## src/rtl/hdc_pkg.sv

```systemverilog
`default_nettype none

package hdc_pkg;

    // default sizes, the top level passes the real values down
    localparam int DIM_DEF   = 64;
    localparam int CORES_DEF = 4;
    localparam int WORD_DEF  = 16;
    localparam int MAXV_DEF  = 63;

    // derived widths
    localparam int COUNT_W = $clog2(MAXV_DEF + 1);
    // one extra bit for the sign
    localparam int TALLY_W = COUNT_W + 1;
    localparam int REM_W   = (CORES_DEF > 1) ? $clog2(CORES_DEF) : 1;

    typedef logic [DIM_DEF-1:0]        hv_t;
    typedef logic [WORD_DEF-1:0]       word_t;
    typedef logic signed [TALLY_W-1:0] tally_t;
    typedef logic [COUNT_W-1:0]        count_t;
    // 0 means a full last batch
    typedef logic [REM_W-1:0]          rem_t;
    // set bit = vote of that core ignored
    typedef logic [CORES_DEF-1:0]      core_mask_t;

    typedef enum logic [1:0] {IDLE, COLLECT, EMIT} seq_state_t;

    // one hypervector per core, core 0 in the lowest slot
    typedef struct packed {
        hv_t [CORES_DEF-1:0] core;
    } batch_t;

endpackage

`default_nettype wire

```

## src/rtl/dim_counter.sv

```systemverilog
`timescale 1ns/1ps
`default_nettype none

module dim_counter import hdc_pkg::*; #(
    parameter int CORES = CORES_DEF,
    parameter int MAXV  = MAXV_DEF
) (
    input  logic       clk,
    input  logic       rst_n,
    input  logic       clear,
    input  logic       update,
    input  core_mask_t votes,
    input  core_mask_t ignore,
    input  logic       tie_bit,
    output logic       sign_bit
);

    tally_t tally;
    tally_t net;
    // tie bit of the most recent batch
    logic   tie_q;

    // +1 for a one, -1 for a zero, skipped cores add nothing
    always_comb begin
        net = '0;
        for (int c = 0; c < CORES; c++) begin
            if (!ignore[c]) begin
                if (votes[c]) begin
                    net = net + tally_t'(1);
                end else begin
                    net = net - tally_t'(1);
                end
            end
        end
    end

    always_ff @(posedge clk) begin
        if (!rst_n || clear) begin
            tally <= '0;
        end else if (update) begin
            tally <= tally + net;
        end
    end

    always_ff @(posedge clk) begin
        if (update) begin
            tie_q <= tie_bit;
        end
    end

    // majority decision, zero tally falls back to the tie bit
    always_comb begin
        if (tally == '0) begin
            sign_bit = tie_q;
        end else begin
            sign_bit = ~tally[TALLY_W-1];
        end
    end

    // job length caps the number of votes, so the tally stays in range
    a_tally_range : assert property (@(posedge clk) disable iff (!rst_n)
        (tally <= MAXV) && (tally >= -MAXV));

endmodule

`default_nettype wire

```

## src/rtl/bundle_sequencer.sv

```systemverilog
`timescale 1ns/1ps
`default_nettype none

module bundle_sequencer import hdc_pkg::*; #(
    parameter int CORES = CORES_DEF,
    parameter int MAXV  = MAXV_DEF
) (
    input  logic   clk,
    input  logic   rst_n,
    input  logic   start,
    input  count_t n_vec,
    input  logic   batch_v,
    input  logic   out_busy,
    output logic   clear,
    output logic   update,
    output logic   last_update,
    output logic   stream_v,
    output rem_t   remainder,
    output logic   idle
);

    // seen can run past n_vec by up to CORES-1 on the last batch
    localparam int SEEN_W = $clog2(MAXV + CORES + 1);

    seq_state_t        state;
    count_t            n_vec_q;
    logic [SEEN_W-1:0] seen;
    logic [SEEN_W-1:0] seen_next;
    // vectors still owed when this batch arrives
    logic [SEEN_W-1:0] left;
    logic              is_last;

    assign idle     = (state == IDLE);
    assign stream_v = (state == EMIT);

    // start only counts when the output side is free as well
    assign clear  = start && idle && !out_busy;
    assign update = batch_v && (state == COLLECT);

    assign seen_next = seen + SEEN_W'(CORES);
    assign left      = SEEN_W'(n_vec_q) - seen;
    assign is_last   = (seen_next >= SEEN_W'(n_vec_q));

    assign last_update = update && is_last;

    // partial last batch: only cores below the remainder vote
    always_comb begin
        remainder = '0;
        if (last_update && (left < SEEN_W'(CORES))) begin
            remainder = rem_t'(left);
        end
    end

    always_ff @(posedge clk) begin
        if (!rst_n) begin
            state <= IDLE;
        end else begin
            case (state)
                IDLE: begin
                    if (clear) begin
                        state <= COLLECT;
                    end
                end
                COLLECT: begin
                    if (last_update) begin
                        state <= EMIT;
                    end
                end
                EMIT: begin
                    // single cycle, stream_v pulse
                    state <= IDLE;
                end
                default: begin
                    state <= IDLE;
                end
            endcase
        end
    end

    always_ff @(posedge clk) begin
        if (clear) begin
            n_vec_q <= n_vec;
            seen    <= '0;
        end else if (update) begin
            seen <= seen_next;
        end
    end

    // remainder is n_vec mod CORES on the last batch, zero elsewhere
    a_rem_only_last : assert property (@(posedge clk) disable iff (!rst_n)
        remainder == (last_update ? rem_t'(n_vec_q % CORES) : rem_t'(0)));

    // batches taken match ceil(n_vec/CORES)
    a_stream_after_last : assert property (@(posedge clk) disable iff (!rst_n)
        stream_v |-> ($past(last_update)
                      && (seen == SEEN_W'((n_vec_q + CORES - 1) / CORES * CORES))));

endmodule

`default_nettype wire

```

## src/rtl/bundle_buffer.sv

```systemverilog
`timescale 1ns/1ps
`default_nettype none

module bundle_buffer import hdc_pkg::*; #(
    parameter int DIM   = DIM_DEF,
    parameter int CORES = CORES_DEF,
    parameter int MAXV  = MAXV_DEF
) (
    input  logic   clk,
    input  logic   rst_n,
    input  logic   clear,
    input  logic   update,
    input  logic   last_update,
    input  rem_t   remainder,
    input  batch_t batch,
    input  hv_t    tie_hv,
    input  logic   stream_v,
    output hv_t    result,
    output logic   hv_valid
);

    core_mask_t     ignore;
    logic [DIM-1:0] sign_bits;

    // cores at or above the remainder sit out the last batch
    always_comb begin
        ignore = '0;
        if (last_update && (remainder != '0)) begin
            for (int c = 0; c < CORES; c++) begin
                ignore[c] = (c >= remainder);
            end
        end
    end

    for (genvar d = 0; d < DIM; d++) begin : g_dim
        core_mask_t votes;

        // bit d of every core
        always_comb begin
            for (int c = 0; c < CORES; c++) begin
                votes[c] = batch.core[c][d];
            end
        end

        dim_counter #(
            .CORES(CORES),
            .MAXV (MAXV)
        ) u_cnt (
            .clk     (clk),
            .rst_n   (rst_n),
            .clear   (clear),
            .update  (update),
            .votes   (votes),
            .ignore  (ignore),
            .tie_bit (tie_hv[d]),
            .sign_bit(sign_bits[d])
        );
    end

    // tallies already hold the last batch when stream_v is up
    always_ff @(posedge clk) begin
        if (stream_v) begin
            result <= sign_bits;
        end
    end

    always_ff @(posedge clk) begin
        if (!rst_n) begin
            hv_valid <= 1'b0;
        end else begin
            hv_valid <= stream_v;
        end
    end

endmodule

`default_nettype wire

```

## src/rtl/hv_serializer.sv

```systemverilog
`timescale 1ns/1ps
`default_nettype none

module hv_serializer import hdc_pkg::*; #(
    parameter int DIM  = DIM_DEF,
    parameter int WORD = WORD_DEF
) (
    input  logic  clk,
    input  logic  rst_n,
    input  logic  hv_valid,
    input  hv_t   result,
    output logic  word_v,
    output word_t word,
    output logic  word_last,
    output logic  out_busy
);

    localparam int NWORDS = DIM / WORD;
    localparam int IDX_W  = (NWORDS > 1) ? $clog2(NWORDS) : 1;

    logic [DIM-1:0]   shreg;
    logic [IDX_W-1:0] idx;
    // high while words are leaving
    logic             busy_q;

    assign word_v    = busy_q;
    assign word      = shreg[WORD-1:0];
    assign word_last = busy_q && (idx == IDX_W'(NWORDS - 1));
    // load cycle counts as busy too
    assign out_busy  = hv_valid || busy_q;

    always_ff @(posedge clk) begin
        if (!rst_n) begin
            busy_q <= 1'b0;
            idx    <= '0;
        end else if (hv_valid) begin
            busy_q <= 1'b1;
            idx    <= '0;
        end else if (busy_q) begin
            idx <= idx + 1'b1;
            if (word_last) begin
                busy_q <= 1'b0;
            end
        end
    end

    // lowest word first, shift down one word per cycle
    always_ff @(posedge clk) begin
        if (hv_valid) begin
            shreg <= result;
        end else if (busy_q) begin
            shreg <= shreg >> WORD;
        end
    end

    // ready gating upstream should keep jobs from overlapping
    a_no_overrun : assert property (@(posedge clk) disable iff (!rst_n)
        hv_valid |-> !busy_q);

endmodule

`default_nettype wire

```

## src/rtl/hdc_bundler_top.sv

```systemverilog
`timescale 1ns/1ps
`default_nettype none

module hdc_bundler_top import hdc_pkg::*; #(
    parameter int DIM   = DIM_DEF,
    parameter int CORES = CORES_DEF,
    parameter int WORD  = WORD_DEF,
    parameter int MAXV  = MAXV_DEF
) (
    input  logic   clk,
    input  logic   rst_n,
    input  logic   start,
    input  count_t n_vec,
    input  logic   batch_v,
    input  batch_t batch,
    input  hv_t    tie_hv,
    output logic   ready,
    output logic   word_v,
    output word_t  word,
    output logic   word_last
);

    // sequencer to buffer
    logic clear;
    logic update;
    logic last_update;
    logic stream_v;
    rem_t remainder;
    logic idle;

    // buffer to serializer
    hv_t  result;
    logic hv_valid;
    logic out_busy;

    // new job only when nothing is in flight
    assign ready = idle && !out_busy;

    bundle_sequencer #(
        .CORES(CORES),
        .MAXV (MAXV)
    ) u_seq (
        .clk        (clk),
        .rst_n      (rst_n),
        .start      (start),
        .n_vec      (n_vec),
        .batch_v    (batch_v),
        .out_busy   (out_busy),
        .clear      (clear),
        .update     (update),
        .last_update(last_update),
        .stream_v   (stream_v),
        .remainder  (remainder),
        .idle       (idle)
    );

    bundle_buffer #(
        .DIM  (DIM),
        .CORES(CORES),
        .MAXV (MAXV)
    ) u_buf (
        .clk        (clk),
        .rst_n      (rst_n),
        .clear      (clear),
        .update     (update),
        .last_update(last_update),
        .remainder  (remainder),
        .batch      (batch),
        .tie_hv     (tie_hv),
        .stream_v   (stream_v),
        .result     (result),
        .hv_valid   (hv_valid)
    );

    hv_serializer #(
        .DIM (DIM),
        .WORD(WORD)
    ) u_ser (
        .clk      (clk),
        .rst_n    (rst_n),
        .hv_valid (hv_valid),
        .result   (result),
        .word_v   (word_v),
        .word     (word),
        .word_last(word_last),
        .out_busy (out_busy)
    );

endmodule

`default_nettype wire

```

## config.mk

```make
export PLATFORM = sky130hd
export DESIGN_NAME = hdc_bundler_top
export DESIGN_NICKNAME = d
export VERILOG_FILES = /design/src/rtl/hdc_pkg.sv /design/src/rtl/dim_counter.sv /design/src/rtl/bundle_sequencer.sv /design/src/rtl/bundle_buffer.sv /design/src/rtl/hv_serializer.sv /design/src/rtl/hdc_bundler_top.sv
export SDC_FILE = /design/constraint.sdc
export NUM_CORES = 2
export LEC_CHECK = 0
export BUFFER_PORTS_ARGS = -buffer_cell sky130_fd_sc_hd__clkbuf_2
export CORE_UTILIZATION = 45
export DETAILED_ROUTE_END_ITERATION = 7
export PLACE_DENSITY = 0.61
export SKIP_LAST_GASP = 1
export SYNTH_ARGS = -nofsm -noshare
export SYNTH_HDL_FRONTEND = slang
export SYNTH_HIERARCHICAL = 1
export SYNTH_SLANG_ARGS = --single-unit
```

## constraint.sdc

```tcl
create_clock -name clk -period 34.7 [get_ports clk]
set_clock_uncertainty 0.15 [all_clocks]
set_input_delay 10.41 -clock clk [delete_from_list [all_inputs] [get_ports clk]]
set_output_delay 10.41 -clock clk [all_outputs]
set_load 0.01 [all_outputs]
```

==> reports/metrics.yaml <==
outcome:
  status: "complete, no violations"
hold_path:
  hold_path_class: "reg -> reg"
detailed_routing:
  via_per_inst: 5.43
  drc: 0
  drt_pass1_iterations: 5
  wire_per_inst_um: 15.7
  wl_um: 194000
  vias: 67000
  first_iter_violations: 3190
  ant_nets: 0
synth:
  synth_ff_type: "dfxtp_1"
  synth-compound-area-share: 0.212
  async_reset_ff_frac: 0
  synth_area_um2: 80600
  synth_warnings: 6
  synth_top_family_by_area: "adder cells"
  synth-edff-count: 198
  ys_types: 77
  synth_mux_area_frac: 0.0627
  synthCells: 9362
  yosys.area_share.adder: 0.231
  avgSynthCellArea_um2: 8.61
  yosys_register_bits: 657
  synth-simple-area-share: 0.160
  synthXorXnorAreaFrac: 0.0886
  seq_area_frac_synth: 0.188
timing:
  setup_viol: 0
  final.period_utilization: 0.532
  finalMaxSlewViolations: 0
  grt_setup_unrepaired: "no"
  maxSlewHeadroom: 0.375
  hold_viol: 0
  tightest_slew_ns: 0.929
  max_clock_freq_mhz: 54.2
  tns_ns: 0
  period_needed_ns: 18.45
clocking:
  cts_hold_buf: 0
  root_buffer: "clkbuf_16"
  cts.htree.levels: 3
  cts_tree: "done"
  cts_buffers: 92
  cts.repair.resized: 0
  clk_latency_ns: 0.69
  clkTransAtPathRegs_ns: 0.06
  cts_setup_buffers: 0
  cts.sinks: 657
  clock_path_buffers: 3
power:
  fin_total_pwr_w: 0.00392
  p_leak_nw: 37.5
  p_per_area_nw_per_um2: 44.4
  peakVddDrop_v: 0.0000351
floorplanning:
  io_pins: 349
  die_w_um: 425
  core_um2: 177000
  start_util: 0.455
  rows: 154
  dieArea_um2: 181000
  dieHeight_um: 425
global_routing:
  overflow: 0
  grtUsageTotal: 0.211
  antenna_found_initial: 40
  grt_max_degree: 168
  grt_pass1_vias: 65900
  grt_pass1_wl_um: 321000
layout:
  finalNetCount: 11500
  area_delta_synth_final_pct: 9.78
  drive_gt1_frac: 0.0886
  fin_util: 0.499
critical_path:
  startpoint_type: "primary input"
  worstPathArrival_ns: 18.92
  path_max_fanout: 121
  crit_path_end_kind: "flop"
  critical_path_class: "in -> reg"
  path_common_cell: "buf_4"
  worst-endpoint-required_ns: 35.18
  cpPeakStageDelay_ns: 0.67
  crit_path_top_delay_cell: "buf_4"
placed_design:
  io_buffers: 348
  place_hpwl_um: 147000
  routabilityCongestion: 0.873
run:
  maxCapViolCount: 0
==> sequential cells by signal, indices dropped and copies added, names as in the netlist <==
name                     cells
u_buf/g_dim.u_cnt/tally    448
u_buf/g_dim.u_cnt/tie_q     64
u_buf/hv_valid               1
u_buf/result                64
u_seq/n_vec_q                6
u_seq/seen                   5
u_seq/state                  2
u_ser/idx                    2
u_ser/shreg                 64
u_ser/word_v                 1
==> worst max-delay path, delay by kind of cell <==
family | cells | cell delay [ns]
adder cells (fa/ha/maj) | 4 | 1.55
AND/OR/NAND/NOR | 8 | 2.24
AO/OA/AOI/OAI | 8 | 1.60
XOR/XNOR | 2 | 0.28
buffers and inverters | 5 | 2.26
multiplexers | 2 | 0.43
==> where the power goes <==
part           total, W  switching (W)  internal (W)
logic           0.00206        0.00114      0.000920
clock network  0.000986       0.000394      0.000592
registers      0.000878      0.0000387      0.000839
==> layout by cell type, fill, tap and decap left out, drive strengths merged, types with 147 or more instances in the layout <==
master / count
a211oi: 217
a21boi: 226
a21o: 216
a21oi: 792
clkbuf: 473
conb: 282
dfxtp: 459
edfxtp: 198
fa: 323
ha: 968
inv: 875
mux2i: 369
nand2: 340
nand2b: 388
nor2: 785
nor3: 147
o21ai: 640
xnor2: 438
xor2: 271
==> logic make-up (layout without fill, tap and decap cells) <==
kind of cell	Yosys count	count (layout)
simple gates	2431	2431
xor+xnor	737	737
fa+ha+maj	1291	1291
other cells	1	302
mux	483	483
buf+inv	1073	1421
compound gates	2689	2689
flops	657	657
==> Yosys cell counts, types with 26 or more instances <==
cell type  number  area [µm²]
mux2i_1       369        3690
nor4_1         68         425
o21ai_0       463        2320
a2111o_1       38         428
nand2b_1      388        2430
xnor2_2        36         586
nor2b_1       117         732
buf_6          28         315
o21a_1        128         961
dfxtp_1       459        9190
nand3_1        82         410
a21boi_0      151        1130
inv_2          26        97.6
clkbuf_1       98         368
xnor2_1       402        3520
o211ai_1       93         698
a21o_1        206        1550
and3_1         63         394
nor4b_1        26         228
xor2_1        271        2370
a21oi_1       792        3960
a211oi_1      217        1630
a21boi_1       75         563
nor4b_2        27         405
mux2_2         94        1060
a31o_1         26         228
o21bai_1      128         961
edfxtp_1      198        5950
a31oi_1        39         244
or2_2          64         400
or3b_1         87         762
o21ai_1       177         886
or4_1          74         556
nand3b_1       33         248
o2111ai_1      26         228
fa_1          323        6470
nand2_1       340        1280
o221ai_1       36         315
o211ai_2       35         438
inv_1         840        3150
nor2_1        785        2950
nand4_1        62         388
nor3_1        146         731
ha_1          968       12100
o311ai_0       36         315
==> final cells by class <==
type | count | area, µm²
inverters | 867 | 3270
clock inverters | 45 | 520
repair buffers | 383 | 2090
clock buffers | 126 | 2590
flip-flops and latches | 657 | 15100
well taps | 2340 | 2930
diodes | 20 | 50.0
fillers | 17000 | 88600
multi-input cells | 7913 | 61900
==> layer usage <==
metal	track usage	vias up	wire, µm
li1	-	34400	-
met1	0.266	31500	89100
met2	0.373	857	93900
met3	0.0247	264	6230
met4	0.0642	32	4730
met5	0	-	208
==> per-stage QoR <==
stage | setup slack, ns | hold WS, ns | std cells | instance area [µm²]
5_1_grt | 15.51 | 0.345 | 12300 | 88400
2_1_floorplan | 6.86 | 0.292 | 9643 | 81600
3_5_place_dp | 15.50 | 0.311 | 12200 | 85300
3_3_place_gp | 15.71 | 0.303 | 12200 | 85300
4_1_cts | 16.25 | 0.322 | 12300 | 88400
6_report | 16.25 | 0.316 | 12400 | 88400
==> final timing paths <==
| path | from | endpoint | slack (ns) | depth (start not counted) |
|---|---|---|---|---|
| max | batch_v | u_buf/g_dim[12].u_cnt/tally[6]$_SDFFE_PP0P_ | 16.25 | 29 |
| min | u_buf/g_dim[37].u_cnt/tally[6]$_SDFFE_PP0P_ | u_buf/g_dim[37].u_cnt/tally[6]$_SDFFE_PP0P_ | 0.32 | 2 |
| max reg2reg | u_seq/seen[2]$_SDFFE_PP0P_ | u_buf/g_dim[12].u_cnt/tally[6]$_SDFFE_PP0P_ | 25.34 | 29 |
| min reg2reg | u_buf/g_dim[37].u_cnt/tally[6]$_SDFFE_PP0P_ | u_buf/g_dim[37].u_cnt/tally[6]$_SDFFE_PP0P_ | 0.32 | 2 |
(Power assumes the default switching activity.)
